## src/dec_pkg.sv

```systemverilog
package dec_pkg;

    localparam int XLEN       = 32;
    localparam int REG_ADDR_W = 5;

    localparam logic [5:0] OP_RTYPE = 6'h00;
    localparam logic [5:0] OP_J     = 6'h02;
    localparam logic [5:0] OP_JAL   = 6'h03;
    localparam logic [5:0] OP_BEQ   = 6'h04;
    localparam logic [5:0] OP_BNE   = 6'h05;
    localparam logic [5:0] OP_ADDIU = 6'h09;
    localparam logic [5:0] OP_ORI   = 6'h0d;
    localparam logic [5:0] OP_LUI   = 6'h0f;
    localparam logic [5:0] OP_LW    = 6'h23;
    localparam logic [5:0] OP_SW    = 6'h2b;

    localparam logic [5:0] FN_JR    = 6'h08;
    localparam logic [5:0] FN_ADDU  = 6'h21;
    localparam logic [5:0] FN_SUBU  = 6'h23;
    localparam logic [5:0] FN_AND   = 6'h24;
    localparam logic [5:0] FN_OR    = 6'h25;
    localparam logic [5:0] FN_SLT   = 6'h2a;

    typedef enum logic [3:0] {ALU_ADD, ALU_SUB, ALU_AND, ALU_OR, ALU_SLT, ALU_LUI} alu_op_t;
    typedef enum logic [1:0] {EXT_SIGN, EXT_ZERO, EXT_UPPER} ext_op_t;
    typedef enum logic [2:0] {
        NPC_SEQ, NPC_BRANCH_EQ, NPC_BRANCH_NE, NPC_JUMP, NPC_JUMP_REG
    } npc_op_t;
    typedef enum logic [1:0] {DEST_RT, DEST_RD, DEST_RA, DEST_NONE} dest_sel_t;

    typedef struct packed {
        logic [XLEN-1:0] pc;
        logic [XLEN-1:0] instr;
    } fetch_pkt_t;

    typedef struct packed {
        logic [XLEN-1:0]       pc;
        alu_op_t               alu_op;
        logic [XLEN-1:0]       rs_val;
        logic [XLEN-1:0]       rt_val;
        logic [XLEN-1:0]       imm_ext;
        logic [REG_ADDR_W-1:0] dest;
        logic                  reg_we;
        logic                  mem_we;
        logic                  mem_rd;
        logic                  use_imm;
        logic                  branch_taken;
        logic [XLEN-1:0]       next_pc;
        logic [XLEN-1:0]       link_val;
    } dec_rec_t;

endpackage

```

## src/hs_if.sv

```systemverilog
`timescale 1ns/10ps

interface hs_if #(
    parameter type payload_t = logic
);

    logic     req;  // sender side
    logic     ack;  // receiver side
    payload_t data; // held while req is high

    modport sender (
        output req,
        output data,
        input  ack
    );

    modport receiver (
        input  req,
        input  data,
        output ack
    );

endinterface

```

## src/branch_unit.sv

```systemverilog
`timescale 1ns/10ps

module branch_unit (
    input  logic [dec_pkg::XLEN-1:0] pc,
    input  logic [dec_pkg::XLEN-1:0] instr,
    input  logic [dec_pkg::XLEN-1:0] rs_val,
    input  logic [dec_pkg::XLEN-1:0] rt_val,
    input  dec_pkg::npc_op_t         npc_op,
    input  logic [dec_pkg::XLEN-1:0] imm_ext,
    output logic                     branch_taken,
    output logic [dec_pkg::XLEN-1:0] next_pc,
    output logic [dec_pkg::XLEN-1:0] link_val
);

    logic [dec_pkg::XLEN-1:0] pc_plus4;
    logic [dec_pkg::XLEN-1:0] br_target;
    logic [dec_pkg::XLEN-1:0] j_target;
    logic                     ops_equal;

    assign pc_plus4  = pc + 32'd4;
    assign link_val  = pc + 32'd8;
    assign br_target = pc_plus4 + {imm_ext[dec_pkg::XLEN-3:0], 2'b00};
    assign j_target  = {pc[31:28], instr[25:0], 2'b00}; // pseudo-direct
    assign ops_equal = (rs_val == rt_val);

    always_comb begin
        case (npc_op)
            dec_pkg::NPC_BRANCH_EQ: branch_taken = ops_equal;
            dec_pkg::NPC_BRANCH_NE: branch_taken = !ops_equal;
            dec_pkg::NPC_JUMP,
            dec_pkg::NPC_JUMP_REG:  branch_taken = 1'b1;
            default:                branch_taken = 1'b0;
        endcase
    end

    always_comb begin
        if (!branch_taken) begin
            next_pc = pc_plus4;
        end else begin
            case (npc_op)
                dec_pkg::NPC_JUMP:     next_pc = j_target;
                dec_pkg::NPC_JUMP_REG: next_pc = rs_val;
                default:               next_pc = br_target;
            endcase
        end
    end

endmodule

```

## src/decode_stage.sv

```systemverilog
`timescale 1ns/10ps

module decode_stage (
    input  logic                           clk,
    input  logic                           arst_n,
    hs_if.receiver                         pkt_in,
    hs_if.sender                           rec_out,
    input  logic                           wb_we,
    input  logic [dec_pkg::REG_ADDR_W-1:0] wb_addr,
    input  logic [dec_pkg::XLEN-1:0]       wb_data
);

    logic [dec_pkg::XLEN-1:0]       instr, pc, rs_val, rt_val, imm_ext, next_pc, link_val;
    logic [dec_pkg::REG_ADDR_W-1:0] rs_addr, rt_addr, dest;
    dec_pkg::alu_op_t               alu_op;
    dec_pkg::dest_sel_t             dest_sel;
    dec_pkg::npc_op_t               npc_op;
    logic                           reg_we, mem_we, mem_rd, use_imm, branch_taken;
    logic                           capture, rec_valid, r0_ok;
    dec_pkg::dec_rec_t              rec_q;

    assign instr   = pkt_in.data.instr;
    assign pc      = pkt_in.data.pc;
    assign rs_addr = instr[25:21];
    assign rt_addr = instr[20:16];
    assign capture = pkt_in.req && !pkt_in.ack && !rec_valid;
    assign rec_out.data = rec_q;

    instr_decoder i_decoder (
        .instr(instr), .alu_op(alu_op), .ext_op(), .dest_sel(dest_sel), .npc_op(npc_op),
        .reg_we(reg_we), .mem_we(mem_we), .mem_rd(mem_rd), .use_imm(use_imm), .imm_ext(imm_ext)
    );

    reg_file i_reg_file (
        .clk(clk), .arst_n(arst_n), .rd_addr1(rs_addr), .rd_addr2(rt_addr),
        .rd_data1(rs_val), .rd_data2(rt_val), .wr_en(wb_we), .wr_addr(wb_addr), .wr_data(wb_data)
    );

    branch_unit i_branch_unit (
        .pc(pc), .instr(instr), .rs_val(rs_val), .rt_val(rt_val), .npc_op(npc_op),
        .imm_ext(imm_ext), .branch_taken(branch_taken), .next_pc(next_pc), .link_val(link_val)
    );

    always_comb begin
        case (dest_sel)
            dec_pkg::DEST_RT: dest = rt_addr;
            dec_pkg::DEST_RD: dest = instr[15:11];
            dec_pkg::DEST_RA: dest = 5'd31; // jal link
            default:          dest = '0;
        endcase
    end

    always_ff @(posedge clk or negedge arst_n) begin
        if (!arst_n) begin
            pkt_in.ack  <= 1'b0;
            rec_valid   <= 1'b0;
            rec_out.req <= 1'b0;
        end else begin
            if (capture) begin
                pkt_in.ack <= 1'b1;
                rec_valid  <= 1'b1;
            end else if (pkt_in.ack && !pkt_in.req) begin
                pkt_in.ack <= 1'b0;
            end
            if (rec_out.req && rec_out.ack) begin
                rec_out.req <= 1'b0;
                rec_valid   <= 1'b0;
            end else if (rec_valid && !rec_out.req && !rec_out.ack) begin
                rec_out.req <= 1'b1;
            end
        end
    end

    always_ff @(posedge clk) begin
        if (capture) begin
            rec_q <= '{pc: pc, alu_op: alu_op, rs_val: rs_val, rt_val: rt_val,
                       imm_ext: imm_ext, dest: dest, reg_we: reg_we, mem_we: mem_we,
                       mem_rd: mem_rd, use_imm: use_imm, branch_taken: branch_taken,
                       next_pc: next_pc, link_val: link_val};
        end
    end

    assign r0_ok = !pkt_in.req || rs_addr != '0 || rs_val == '0;

    // a write aimed at r0 must not leak into reads now or after the edge
    a_r0_zero: assert property (@(posedge clk) disable iff (!arst_n)
        (wb_we && wb_addr == '0) |-> r0_ok ##1 r0_ok);

endmodule

```

## src/decode_top.sv

```systemverilog
`timescale 1ns/10ps

module decode_top (
    input  logic                           clk,
    input  logic                           arst_n,
    input  logic                           in_req,
    input  logic [dec_pkg::XLEN-1:0]       in_pc,
    input  logic [dec_pkg::XLEN-1:0]       in_instr,
    output logic                           in_ack,
    input  logic                           wb_we,
    input  logic [dec_pkg::REG_ADDR_W-1:0] wb_addr,
    input  logic [dec_pkg::XLEN-1:0]       wb_data,
    output logic                           out_req,
    input  logic                           out_ack,
    output logic [dec_pkg::XLEN-1:0]       out_pc,
    output dec_pkg::alu_op_t               out_alu_op,
    output logic [dec_pkg::XLEN-1:0]       out_rs_val,
    output logic [dec_pkg::XLEN-1:0]       out_rt_val,
    output logic [dec_pkg::XLEN-1:0]       out_imm_ext,
    output logic [dec_pkg::REG_ADDR_W-1:0] out_dest,
    output logic                           out_reg_we,
    output logic                           out_mem_we,
    output logic                           out_mem_rd,
    output logic                           out_use_imm,
    output logic                           out_branch_taken,
    output logic [dec_pkg::XLEN-1:0]       out_next_pc,
    output logic [dec_pkg::XLEN-1:0]       out_link_val
);

    dec_pkg::dec_rec_t out_rec;

    hs_if #(.payload_t(dec_pkg::fetch_pkt_t)) fetch_link ();
    hs_if #(.payload_t(dec_pkg::dec_rec_t))   rec_link ();

    instr_intake i_intake (
        .clk(clk), .arst_n(arst_n), .in_req(in_req), .in_pc(in_pc), .in_instr(in_instr),
        .in_ack(in_ack), .pkt(fetch_link.sender)
    );

    decode_stage i_stage (
        .clk(clk), .arst_n(arst_n), .pkt_in(fetch_link.receiver), .rec_out(rec_link.sender),
        .wb_we(wb_we), .wb_addr(wb_addr), .wb_data(wb_data)
    );

    issue_port i_issue (
        .clk(clk), .arst_n(arst_n), .rec_in(rec_link.receiver), .out_req(out_req),
        .out_ack(out_ack), .out_rec(out_rec)
    );

    assign out_pc           = out_rec.pc;
    assign out_alu_op       = out_rec.alu_op;
    assign out_rs_val       = out_rec.rs_val;
    assign out_rt_val       = out_rec.rt_val;
    assign out_imm_ext      = out_rec.imm_ext;
    assign out_dest         = out_rec.dest;
    assign out_reg_we       = out_rec.reg_we;
    assign out_mem_we       = out_rec.mem_we;
    assign out_mem_rd       = out_rec.mem_rd;
    assign out_use_imm      = out_rec.use_imm;
    assign out_branch_taken = out_rec.branch_taken;
    assign out_next_pc      = out_rec.next_pc;
    assign out_link_val     = out_rec.link_val;

endmodule

```

## src/instr_decoder.sv

```systemverilog
`timescale 1ns/10ps

module instr_decoder (
    input  logic [dec_pkg::XLEN-1:0] instr,
    output dec_pkg::alu_op_t         alu_op,
    output dec_pkg::ext_op_t         ext_op,
    output dec_pkg::dest_sel_t       dest_sel,
    output dec_pkg::npc_op_t         npc_op,
    output logic                     reg_we,
    output logic                     mem_we,
    output logic                     mem_rd,
    output logic                     use_imm,
    output logic [dec_pkg::XLEN-1:0] imm_ext
);

    logic [5:0]  opcode;
    logic [5:0]  funct;
    logic [15:0] imm;

    assign opcode = instr[31:26];
    assign funct  = instr[5:0];
    assign imm    = instr[15:0];
    assign reg_we = (dest_sel != dec_pkg::DEST_NONE);

    always_comb begin
        alu_op   = dec_pkg::ALU_ADD;
        ext_op   = dec_pkg::EXT_SIGN;
        dest_sel = dec_pkg::DEST_NONE; // nop unless matched below
        npc_op   = dec_pkg::NPC_SEQ;
        mem_we   = 1'b0;
        mem_rd   = 1'b0;
        use_imm  = 1'b0;
        case (opcode)
            dec_pkg::OP_RTYPE: begin
                dest_sel = dec_pkg::DEST_RD;
                case (funct)
                    dec_pkg::FN_ADDU: alu_op = dec_pkg::ALU_ADD;
                    dec_pkg::FN_SUBU: alu_op = dec_pkg::ALU_SUB;
                    dec_pkg::FN_AND:  alu_op = dec_pkg::ALU_AND;
                    dec_pkg::FN_OR:   alu_op = dec_pkg::ALU_OR;
                    dec_pkg::FN_SLT:  alu_op = dec_pkg::ALU_SLT;
                    dec_pkg::FN_JR: begin
                        dest_sel = dec_pkg::DEST_NONE;
                        npc_op   = dec_pkg::NPC_JUMP_REG;
                    end
                    default: dest_sel = dec_pkg::DEST_NONE;
                endcase
            end
            dec_pkg::OP_ADDIU: begin
                dest_sel = dec_pkg::DEST_RT;
                use_imm  = 1'b1;
            end
            dec_pkg::OP_ORI: begin
                alu_op   = dec_pkg::ALU_OR;
                ext_op   = dec_pkg::EXT_ZERO;
                dest_sel = dec_pkg::DEST_RT;
                use_imm  = 1'b1;
            end
            dec_pkg::OP_LUI: begin
                alu_op   = dec_pkg::ALU_LUI;
                ext_op   = dec_pkg::EXT_UPPER;
                dest_sel = dec_pkg::DEST_RT;
                use_imm  = 1'b1;
            end
            dec_pkg::OP_LW: begin
                dest_sel = dec_pkg::DEST_RT;
                use_imm  = 1'b1;
                mem_rd   = 1'b1;
            end
            dec_pkg::OP_SW: begin
                use_imm = 1'b1; // address = rs + imm
                mem_we  = 1'b1;
            end
            dec_pkg::OP_BEQ: npc_op = dec_pkg::NPC_BRANCH_EQ;
            dec_pkg::OP_BNE: npc_op = dec_pkg::NPC_BRANCH_NE;
            dec_pkg::OP_J:   npc_op = dec_pkg::NPC_JUMP;
            dec_pkg::OP_JAL: begin
                npc_op   = dec_pkg::NPC_JUMP;
                dest_sel = dec_pkg::DEST_RA;
            end
            default: ;
        endcase
    end

    always_comb begin
        case (ext_op)
            dec_pkg::EXT_ZERO:  imm_ext = {16'h0000, imm};
            dec_pkg::EXT_UPPER: imm_ext = {imm, 16'h0000};
            default:            imm_ext = {{16{imm[15]}}, imm};
        endcase
    end

endmodule

```

## src/instr_intake.sv

```systemverilog
`timescale 1ns/10ps

module instr_intake (
    input  logic                     clk,
    input  logic                     arst_n,
    input  logic                     in_req,
    input  logic [dec_pkg::XLEN-1:0] in_pc,
    input  logic [dec_pkg::XLEN-1:0] in_instr,
    output logic                     in_ack,
    hs_if.sender                     pkt
);

    dec_pkg::fetch_pkt_t pkt_buf;
    logic                buf_valid;
    logic                capture;

    assign capture  = in_req && !in_ack && !buf_valid;
    assign pkt.data = pkt_buf;

    always_ff @(posedge clk or negedge arst_n) begin
        if (!arst_n) begin
            in_ack    <= 1'b0;
            buf_valid <= 1'b0;
            pkt.req   <= 1'b0;
        end else begin
            if (capture) begin
                in_ack    <= 1'b1;
                buf_valid <= 1'b1;
            end else if (in_ack && !in_req) begin
                in_ack <= 1'b0;
            end
            if (pkt.req && pkt.ack) begin
                pkt.req   <= 1'b0; // stage has it
                buf_valid <= 1'b0;
            end else if (buf_valid && !pkt.req && !pkt.ack) begin
                pkt.req <= 1'b1;
            end
        end
    end

    always_ff @(posedge clk) begin
        if (capture) pkt_buf <= '{pc: in_pc, instr: in_instr};
    end

    a_pc_aligned: assert property (@(posedge clk) disable iff (!arst_n)
        capture |-> in_pc[1:0] == 2'b00);

    // inward data frozen for the whole req phase
    a_pkt_stable: assert property (@(posedge clk) disable iff (!arst_n)
        pkt.req && $past(pkt.req) |-> $stable(pkt.data));

endmodule

```

## src/issue_port.sv

```systemverilog
`timescale 1ns/10ps

module issue_port (
    input  logic              clk,
    input  logic              arst_n,
    hs_if.receiver            rec_in,
    output logic              out_req,
    input  logic              out_ack,
    output dec_pkg::dec_rec_t out_rec
);

    logic rec_valid;
    logic wait_low; // req dropped while ack is high
    logic capture;

    assign capture = rec_in.req && !rec_in.ack && !rec_valid && !wait_low;

    always_ff @(posedge clk or negedge arst_n) begin
        if (!arst_n) begin
            rec_in.ack <= 1'b0;
            rec_valid  <= 1'b0;
            wait_low   <= 1'b0;
            out_req    <= 1'b0;
        end else begin
            if (capture) begin
                rec_in.ack <= 1'b1;
                rec_valid  <= 1'b1;
            end else if (rec_in.ack && !rec_in.req) begin
                rec_in.ack <= 1'b0;
            end
            if (out_req && out_ack) begin
                out_req   <= 1'b0;
                rec_valid <= 1'b0;
                wait_low  <= 1'b1;
            end else if (rec_valid && !out_req) begin
                out_req <= 1'b1;
            end
            if (wait_low && !out_ack) wait_low <= 1'b0;
        end
    end

    always_ff @(posedge clk) begin
        if (capture) out_rec <= rec_in.data;
    end

    a_req_hold: assert property (@(posedge clk) disable iff (!arst_n)
        $fell(out_req) |-> $past(out_ack));

endmodule

```

## src/reg_file.sv

```systemverilog
`timescale 1ns/10ps

module reg_file (
    input  logic                           clk,
    input  logic                           arst_n,
    input  logic [dec_pkg::REG_ADDR_W-1:0] rd_addr1,
    input  logic [dec_pkg::REG_ADDR_W-1:0] rd_addr2,
    output logic [dec_pkg::XLEN-1:0]       rd_data1,
    output logic [dec_pkg::XLEN-1:0]       rd_data2,
    input  logic                           wr_en,
    input  logic [dec_pkg::REG_ADDR_W-1:0] wr_addr,
    input  logic [dec_pkg::XLEN-1:0]       wr_data
);

    localparam int NUM_REGS = 2 ** dec_pkg::REG_ADDR_W;

    logic [dec_pkg::XLEN-1:0] regs [NUM_REGS];

    function automatic logic [dec_pkg::XLEN-1:0] read_port(
        input logic [dec_pkg::REG_ADDR_W-1:0] addr
    );
        if (addr == '0) begin
            return '0;
        end else if (wr_en && wr_addr == addr) begin
            return wr_data; // bypass same-cycle writeback
        end
        return regs[addr];
    endfunction

    always_ff @(posedge clk or negedge arst_n) begin
        if (!arst_n) begin
            for (int i = 0; i < NUM_REGS; i++) begin
                regs[i] <= '0;
            end
        end else if (wr_en && wr_addr != '0) begin
            regs[wr_addr] <= wr_data;
        end
    end

    always_comb begin
        rd_data1 = read_port(rd_addr1);
        rd_data2 = read_port(rd_addr2);
    end

endmodule

```

## config.mk

```make
export PLATFORM = sky130hd
export DESIGN_NAME = decode_top
export DESIGN_NICKNAME = d
export VERILOG_FILES = /design/src/dec_pkg.sv /design/src/hs_if.sv /design/src/branch_unit.sv /design/src/decode_stage.sv /design/src/decode_top.sv /design/src/instr_decoder.sv /design/src/instr_intake.sv /design/src/issue_port.sv /design/src/reg_file.sv
export SDC_FILE = /design/constraint.sdc
export NUM_CORES = 2
export LEC_CHECK = 0
export BUFFER_PORTS_ARGS = -buffer_cell sky130_fd_sc_hd__buf_2
export CORE_MARGIN = 1
export CORE_UTILIZATION = 56
export DETAILED_ROUTE_END_ITERATION = 12
export PLACE_DENSITY = 0.82
export SLEW_MARGIN = 20
export SYNTH_ARGS = -nofsm -noshare
export SYNTH_HDL_FRONTEND = slang
export SYNTH_SLANG_ARGS = --single-unit
```

## constraint.sdc

```tcl
create_clock -name clk -period 22 [get_ports clk]
set_clock_uncertainty 0.05 [all_clocks]
set_input_delay 4.4 -clock clk [delete_from_list [all_inputs] [get_ports clk]]
set_output_delay 4.4 -clock clk [all_outputs]
set_load 0.03 [all_outputs]
```

Yosys cells after proc, flatten, opt, wreduce, memory -nomap -nowiden
Cells that the tools add are included.
Storage, ports and cells
  output and inout bits: 208
  input bits: 106
  bits in latches: 0
  bits in read-only memories: 0
  bits in writable memories: 0
  flip-flop bits (word level): 1510
  memories: 0
Operators by class
  add/subtract/negate cells: 3
  equal/unequal tests: 27
  divide/modulo/power cells: 0
  $lt $le $gt $ge: 4
  multiplexer cells: 54
  shift-type cells: 0
  reduce and logical (&&, ||, !) cells: 56
  bitwise logic cells: 3
  multipliers: 0
Operators with widths (count)
  $bwmux 1024: 1
  $mux 32: 12
  $bmux 32 s5: 2
  $demux 32 s5: 1
  $pmux 32 s2: 2
  $eq 6x6->1 const B: 7
  $add 32x3->32 const B: 1
  $add 32x32->32: 1
  $add 32x4->32 const B: 1
  $eq 32x32->1: 1
  $mux 1: 27
  $eq 6x4->1 const B: 4
  $pmux 3 s4: 2
  $logic_and 1x1->1: 23
  $reduce_bool 2->1: 10
  $ge 6x6->1 const B: 3
  $not 5->6: 3
  $pmux 5 s3: 1
  $logic_not 1->1: 13
  $eq 6x2->1 const B: 2
  $eq 6x3->1 const B: 2
  $eq 5x5->1: 2
  $logic_not 5->1: 2
  $reduce_or 5->1: 2
  other kinds (18): 22

Longest topological paths before layout
  word-level depth: 9
  gate-level depth with buffers: 25
  mapped depth without buffers: 23

Hierarchy
Synthesis repeated with hierarchy kept, for this count alone.
Second synthesis, totals
  cell total of the unflattened synthesis: 4992
  area total of the unflattened synthesis: 74814.3 µm²
By module, submodules not included
  reg_file: instances 1, seq. area each 25624.6 µm², area each 55421.9 µm², cells an instance 3789
  decode_stage: instances 1, seq. area each 6261.0 µm², area each 6377.4 µm², cells an instance 227
  issue_port: instances 1, seq. area each 6286.0 µm², area each 6343.6 µm², cells an instance 218
  branch_unit: instances 1, seq. area each 0.0 µm², area each 3978.8 µm², cells an instance 587
  instr_intake: instances 1, seq. area each 1996.9 µm², area each 2053.2 µm², cells an instance 74
  instr_decoder: instances 1, seq. area each 0.0 µm², area each 639.4 µm², cells an instance 97

Worst setup path before layout
OpenSTA, ideal clock, no wires.
  path kind: reg-to-reg
  from: register i_issue.rec_in.ack
  to: register i_issue.out_rec[100] (netlist name)
  slack: -567 ps
  data required time: 20613 ps
  clock period less this slack: 22567 ps
  setup time: 1337 ps
  stages on the path, launching flop included: 2
  arrival time: 21180 ps
  cell sequence: dfrtp_1 -> nor4b_1
Between the ends
  longest elaborated chain between the ends: 4
RTL lines
  start: declaration: line hs_if.sv:20  | output ack
  start signal: assignment: line issue_port.sv:20  | rec_in.ack <= 1'b0;
  start signal: assignment: line issue_port.sv:26  | rec_in.ack <= 1'b1;
  start signal: assignment: line issue_port.sv:29  | rec_in.ack <= 1'b0;
  $logic_not 1->1: line issue_port.sv:16  | assign capture = rec_in.req && !rec_in.ack && !rec_valid && !wait_low;
  $logic_and 1x1->1 (3 in series): line issue_port.sv:16
  via i_issue.capture: line issue_port.sv:14  | logic capture;
The timed path passes the listed nets, and every way through them passes these cells.
A chain may end at the register's enable or synchronous reset.

Final worst setup path
  from: input port wb_addr[4] (netlist name)
  to: register i_stage.rec_q, in the netlist i_stage.rec_out.data[37], data pin
Between the ends
  longest elaborated chain between the ends: 9
  elaborated cells between the ends (all ways): 15
  classes of those cells: eq/ne (3); mux (9); reduce/logical (3)
RTL lines
  start: declaration: line decode_top.sv:11  | input logic [dec_pkg::REG_ADDR_W-1:0] wb_addr,
  $eq 5x5->1 (*): line reg_file.sv:24  | end else if (wr_en && wr_addr == addr) begin
  $logic_and 1x1->1 (*): line reg_file.sv:24
  $mux 1 (*): line reg_file.sv:24
  $mux 1 (*): line reg_file.sv:22  | if (addr == '0) begin
  $mux 32 (*): line reg_file.sv:27  | return regs[addr];
  via i_stage.i_branch_unit.rt_val (one bit): line branch_unit.sv:7  | input logic [dec_pkg::XLEN-1:0] rt_val,
  $eq 32x32->1 (*): line branch_unit.sv:24  | assign ops_equal = (rs_val == rt_val);
  $logic_not 1->1: line branch_unit.sv:29  | dec_pkg::NPC_BRANCH_NE: branch_taken = !ops_equal;
  $pmux 1 s3 (*): line branch_unit.sv:27  | case (npc_op)
  $mux 32 (*): line branch_unit.sv:37  | if (!branch_taken) begin
  via i_stage.i_branch_unit.next_pc (one bit): line branch_unit.sv:11  | output logic [dec_pkg::XLEN-1:0] next_pc,
  end signal: assignment: line decode_stage.sv:76  | rec_q <= '{pc: pc, alu_op: alu_op, rs_val: rs_val, rt_val: rt_val,
  end: declaration: line decode_stage.sv:20  | dec_pkg::dec_rec_t rec_q;
Mark *: on every way through the listed nets, which the timed path passes. The rest lies on a longest branch.

==> summary.txt <==
Status
  • Status: finished, final reports clean

Cells and area
  • Final core occ: between 60% and 70%
  • Most common cell after layout, fill and taps aside: dfrtp_1
  • Area Overhead vs Synth: 9.77%
  • Fraction of layout cells with a size suffix above 1: 34.5%
  • Nets: 5604
  • # fillers: 9595
  • Most frequent cells in the layout: 1034 x dfrtp_1, 1014 x mux2_2, 662 x mux2i_1

Setup path
  • Critical Path Start Type: input port
  • Crit path max fanout: 25
  • Worst setup EP type: register
  • Worst Path Arrival: 9650 ps
  • Worst EP required: 22510 ps
  • Type of the worst setup path: input port to register

CTS
  • H-tree Lvls: 4
  • Insertion delay to the later sink of the worst-skew pair: between 800 and 900 ps
  • Clock transition at path regs: 60 ps
  • TritonCTS clock tree: built
  • Cell chosen for the clock root: clkbuf_16
  • Clk sinks: 1502
  • Hold buffers post-CTS: 0
  • # resized after CTS: 0
  • Post-CTS setup buffers: 0
  • Total CTS buffers: 151
  • CTS max path bufs: 3

Placement
  • Hpwl dp: 140000 µm
  • GP Congestion: approximately 0.97
  • Port Buf Inserts: 312

Routing
  • Vias per cell: between 6 and 7
  • Drc violations: 0
  • DRT antenna net count: 0
  • Starting DRT DRC Count: 7520
  • Wire length per cell: between 30 and 40 µm
  • DRT Pass-1 Iters: 6
  • DR vias: 51.5k
  • Final wirelength: 237000 µm

STA
  • Fin crit share: 41.5%
  • Rel. slew slack: 16.4%
  • Max-slew violation count: 0
  • Final setup TNS: 0 ps
  • Hold Fails Final Rpt: 0
  • Max Fclk: 109 MHz
  • Count of final setup violators: 0
  • Worst slew pin tran: 1250 ps
  • Crit path time final: 9140 ps
  • Unrepaired setup endpoints after global routing: no

GRT
  • GRT overflow: 0
  • Initial antenna violation count: 21
  • GRT Total Usage: approximately a third
  • Largest net degree at the start of global routing: approximately 170
  • First-pass GRT wire length: 346000 µm
  • Number of global-route vias before repair: 51.3k

Die
  • Die width: 369 µm
  • # IOs: 314
  • Total die area: 136000 µm²
  • Die Y: between 300 and 400 µm
  • Rows: 134
  • Initial Util: a little under three fifths
  • Core ar.: roughly 130000 µm²

Synthesis
  • Post-synth net total: 5562
  • Register area share after synthesis: 53.1%
  • #FFs+latches synth: 1502
  • Cell count after synthesis: 5426
  • Post-synth EDFFs: 468
  • Distinct cells, synth: 92
  • Asr flop ratio synth: 68.8%
  • Syn avg cell area: between 10 and 15 µm²
  • Ys Warns: 0
  • Top_reg_cell synth: dfrtp_1
  • Syn Std Cell Area: around 75000 µm²

Pwr
  • Peak VDD IR: 0.0903 mV
  • Cell leakage power: 35.6 nW
  • Cell area power density: 110 nW/µm²

Run
  • Max-cap violations: 0

Hold path
  • HP Class: register to register
-- area by class of cell --
class	instances	area (µm²)	area share, %
flip-flops and latches	1502	39900	48.4
repair buffers	399	2370	2.87
inverters	47	176	0.214
diodes	11	27.5	0.0333
clock buffers	213	4310	5.21
clock inverters	58	724	0.877
well taps	1768	2210	2.68
multi-input cells	3367	32800	39.8
-- per-stage QoR --
step	total power [mW]	std cells	hold slack, ps	setup WS (ps)	instance area [µm²]
after detailed placement	6.39	7083	338	12630	77500
after floorplan	5.71	5426	350	5930	75200
after global placement	6.30	7083	327	12760	77500
final	9.07	7365	348	12860	82600
after CTS	9.01	7354	352	13490	82500
after global routing	9.34	7358	359	12840	82600
-- worst paths after layout --
path                                               start                             to  slack (ps)  depth (start not counted)
min                        i_stage.i_reg_file.regs[1013]  i_stage.i_reg_file.regs[1013]         350                          0
min reg2reg                i_stage.i_reg_file.regs[1013]  i_stage.i_reg_file.regs[1013]         350                          0
max reg2reg                        i_intake.pkt.data[16]       i_stage.rec_out.data[37]       14480                         15
max in group asynchronous                         arst_n             i_stage.pkt_in.ack       14300                          5
min in group asynchronous                         arst_n   i_stage.i_reg_file.regs[880]        3580                          1
max                                           wb_addr[4]       i_stage.rec_out.data[37]       12860                         13
-- power by group --
part	total (mW)	switching (mW)	internal, mW	leakage [nW]
Sequential	4.03	0.427	3.60	17.6
Combinational	2.41	1.43	0.977	15.6
Clock	2.63	1.16	1.48	2.47
-- state kept, by name, summed over array words and instances, names as in the netlist, 64 cells and up --
signal	flops
i_intake.pkt.data	64
i_issue.out_rec	202
i_stage.i_reg_file.regs	1024
i_stage.rec_out.data	202
-- synthesized netlist by cell type (25+ instances only) --
library cell	n	area, µm²
a21o_1	29	218
a21oi_1	71	355
a22o_1	26	228
a22oi_1	335	2510
a31oi_1	26	163
and2_1	25	156
buf_1	58	218
buf_2	71	355
buf_4	55	413
buf_6	45	507
clkbuf_1	267	1000
dfrtp_1	1034	25900
edfxtp_1	468	14100
ha_1	29	363
inv_1	46	173
mux2_2	1014	11400
mux2i_1	662	6630
mux4_2	207	4660
nand2_1	130	488
nand3_1	185	926
nand4_1	42	263
nor2_1	120	450
nor3_1	32	160
o21ai_0	69	345
xnor2_1	61	534
xor2_1	50	438
-- worst max-delay path, stage by stage --
cell and delay [ps]:
buf_2 210, nor2b_1 110, a2111oi_4 470, nand3_1 810, o21ai_0 450, a21oi_1 120, xnor2_1 810, nand4_1 390
nand4b_1 370, o211ai_1 400, nand2_4 230, nor2_8 450, mux2_2 390
-- kinds of logic (layout without fill, tap and decap cells) --
| group | Yosys count | in the layout | share of synthesized area [%] |
|---|---|---|---|
| other | 1 | 12 | 0.00499 |
| adders and majority gates | 31 | 31 | 0.522 |
| buffers and inverters | 557 | 717 | 3.74 |
| AOI/OAI and AO/OA | 673 | 673 | 6.38 |
| xor gates and xnor gates | 111 | 111 | 1.29 |
| muxes | 1896 | 1896 | 30.6 |
| DFF | 1502 | 1502 | 53.1 |
| and+or+nand+nor | 655 | 655 | 4.41 |
-- per-layer routing --
layer  global-route usage, %  vias to the layer above  wire length [µm]
met5                       0                        -               127
met4                    22.7                       20             17200
met3                    10.0                      968             28900
met2                    51.6                     3730            105000
met1                    44.1                    26100             85100
li1                        -                    20700                 -
Power figures use the tool's default switching activity.
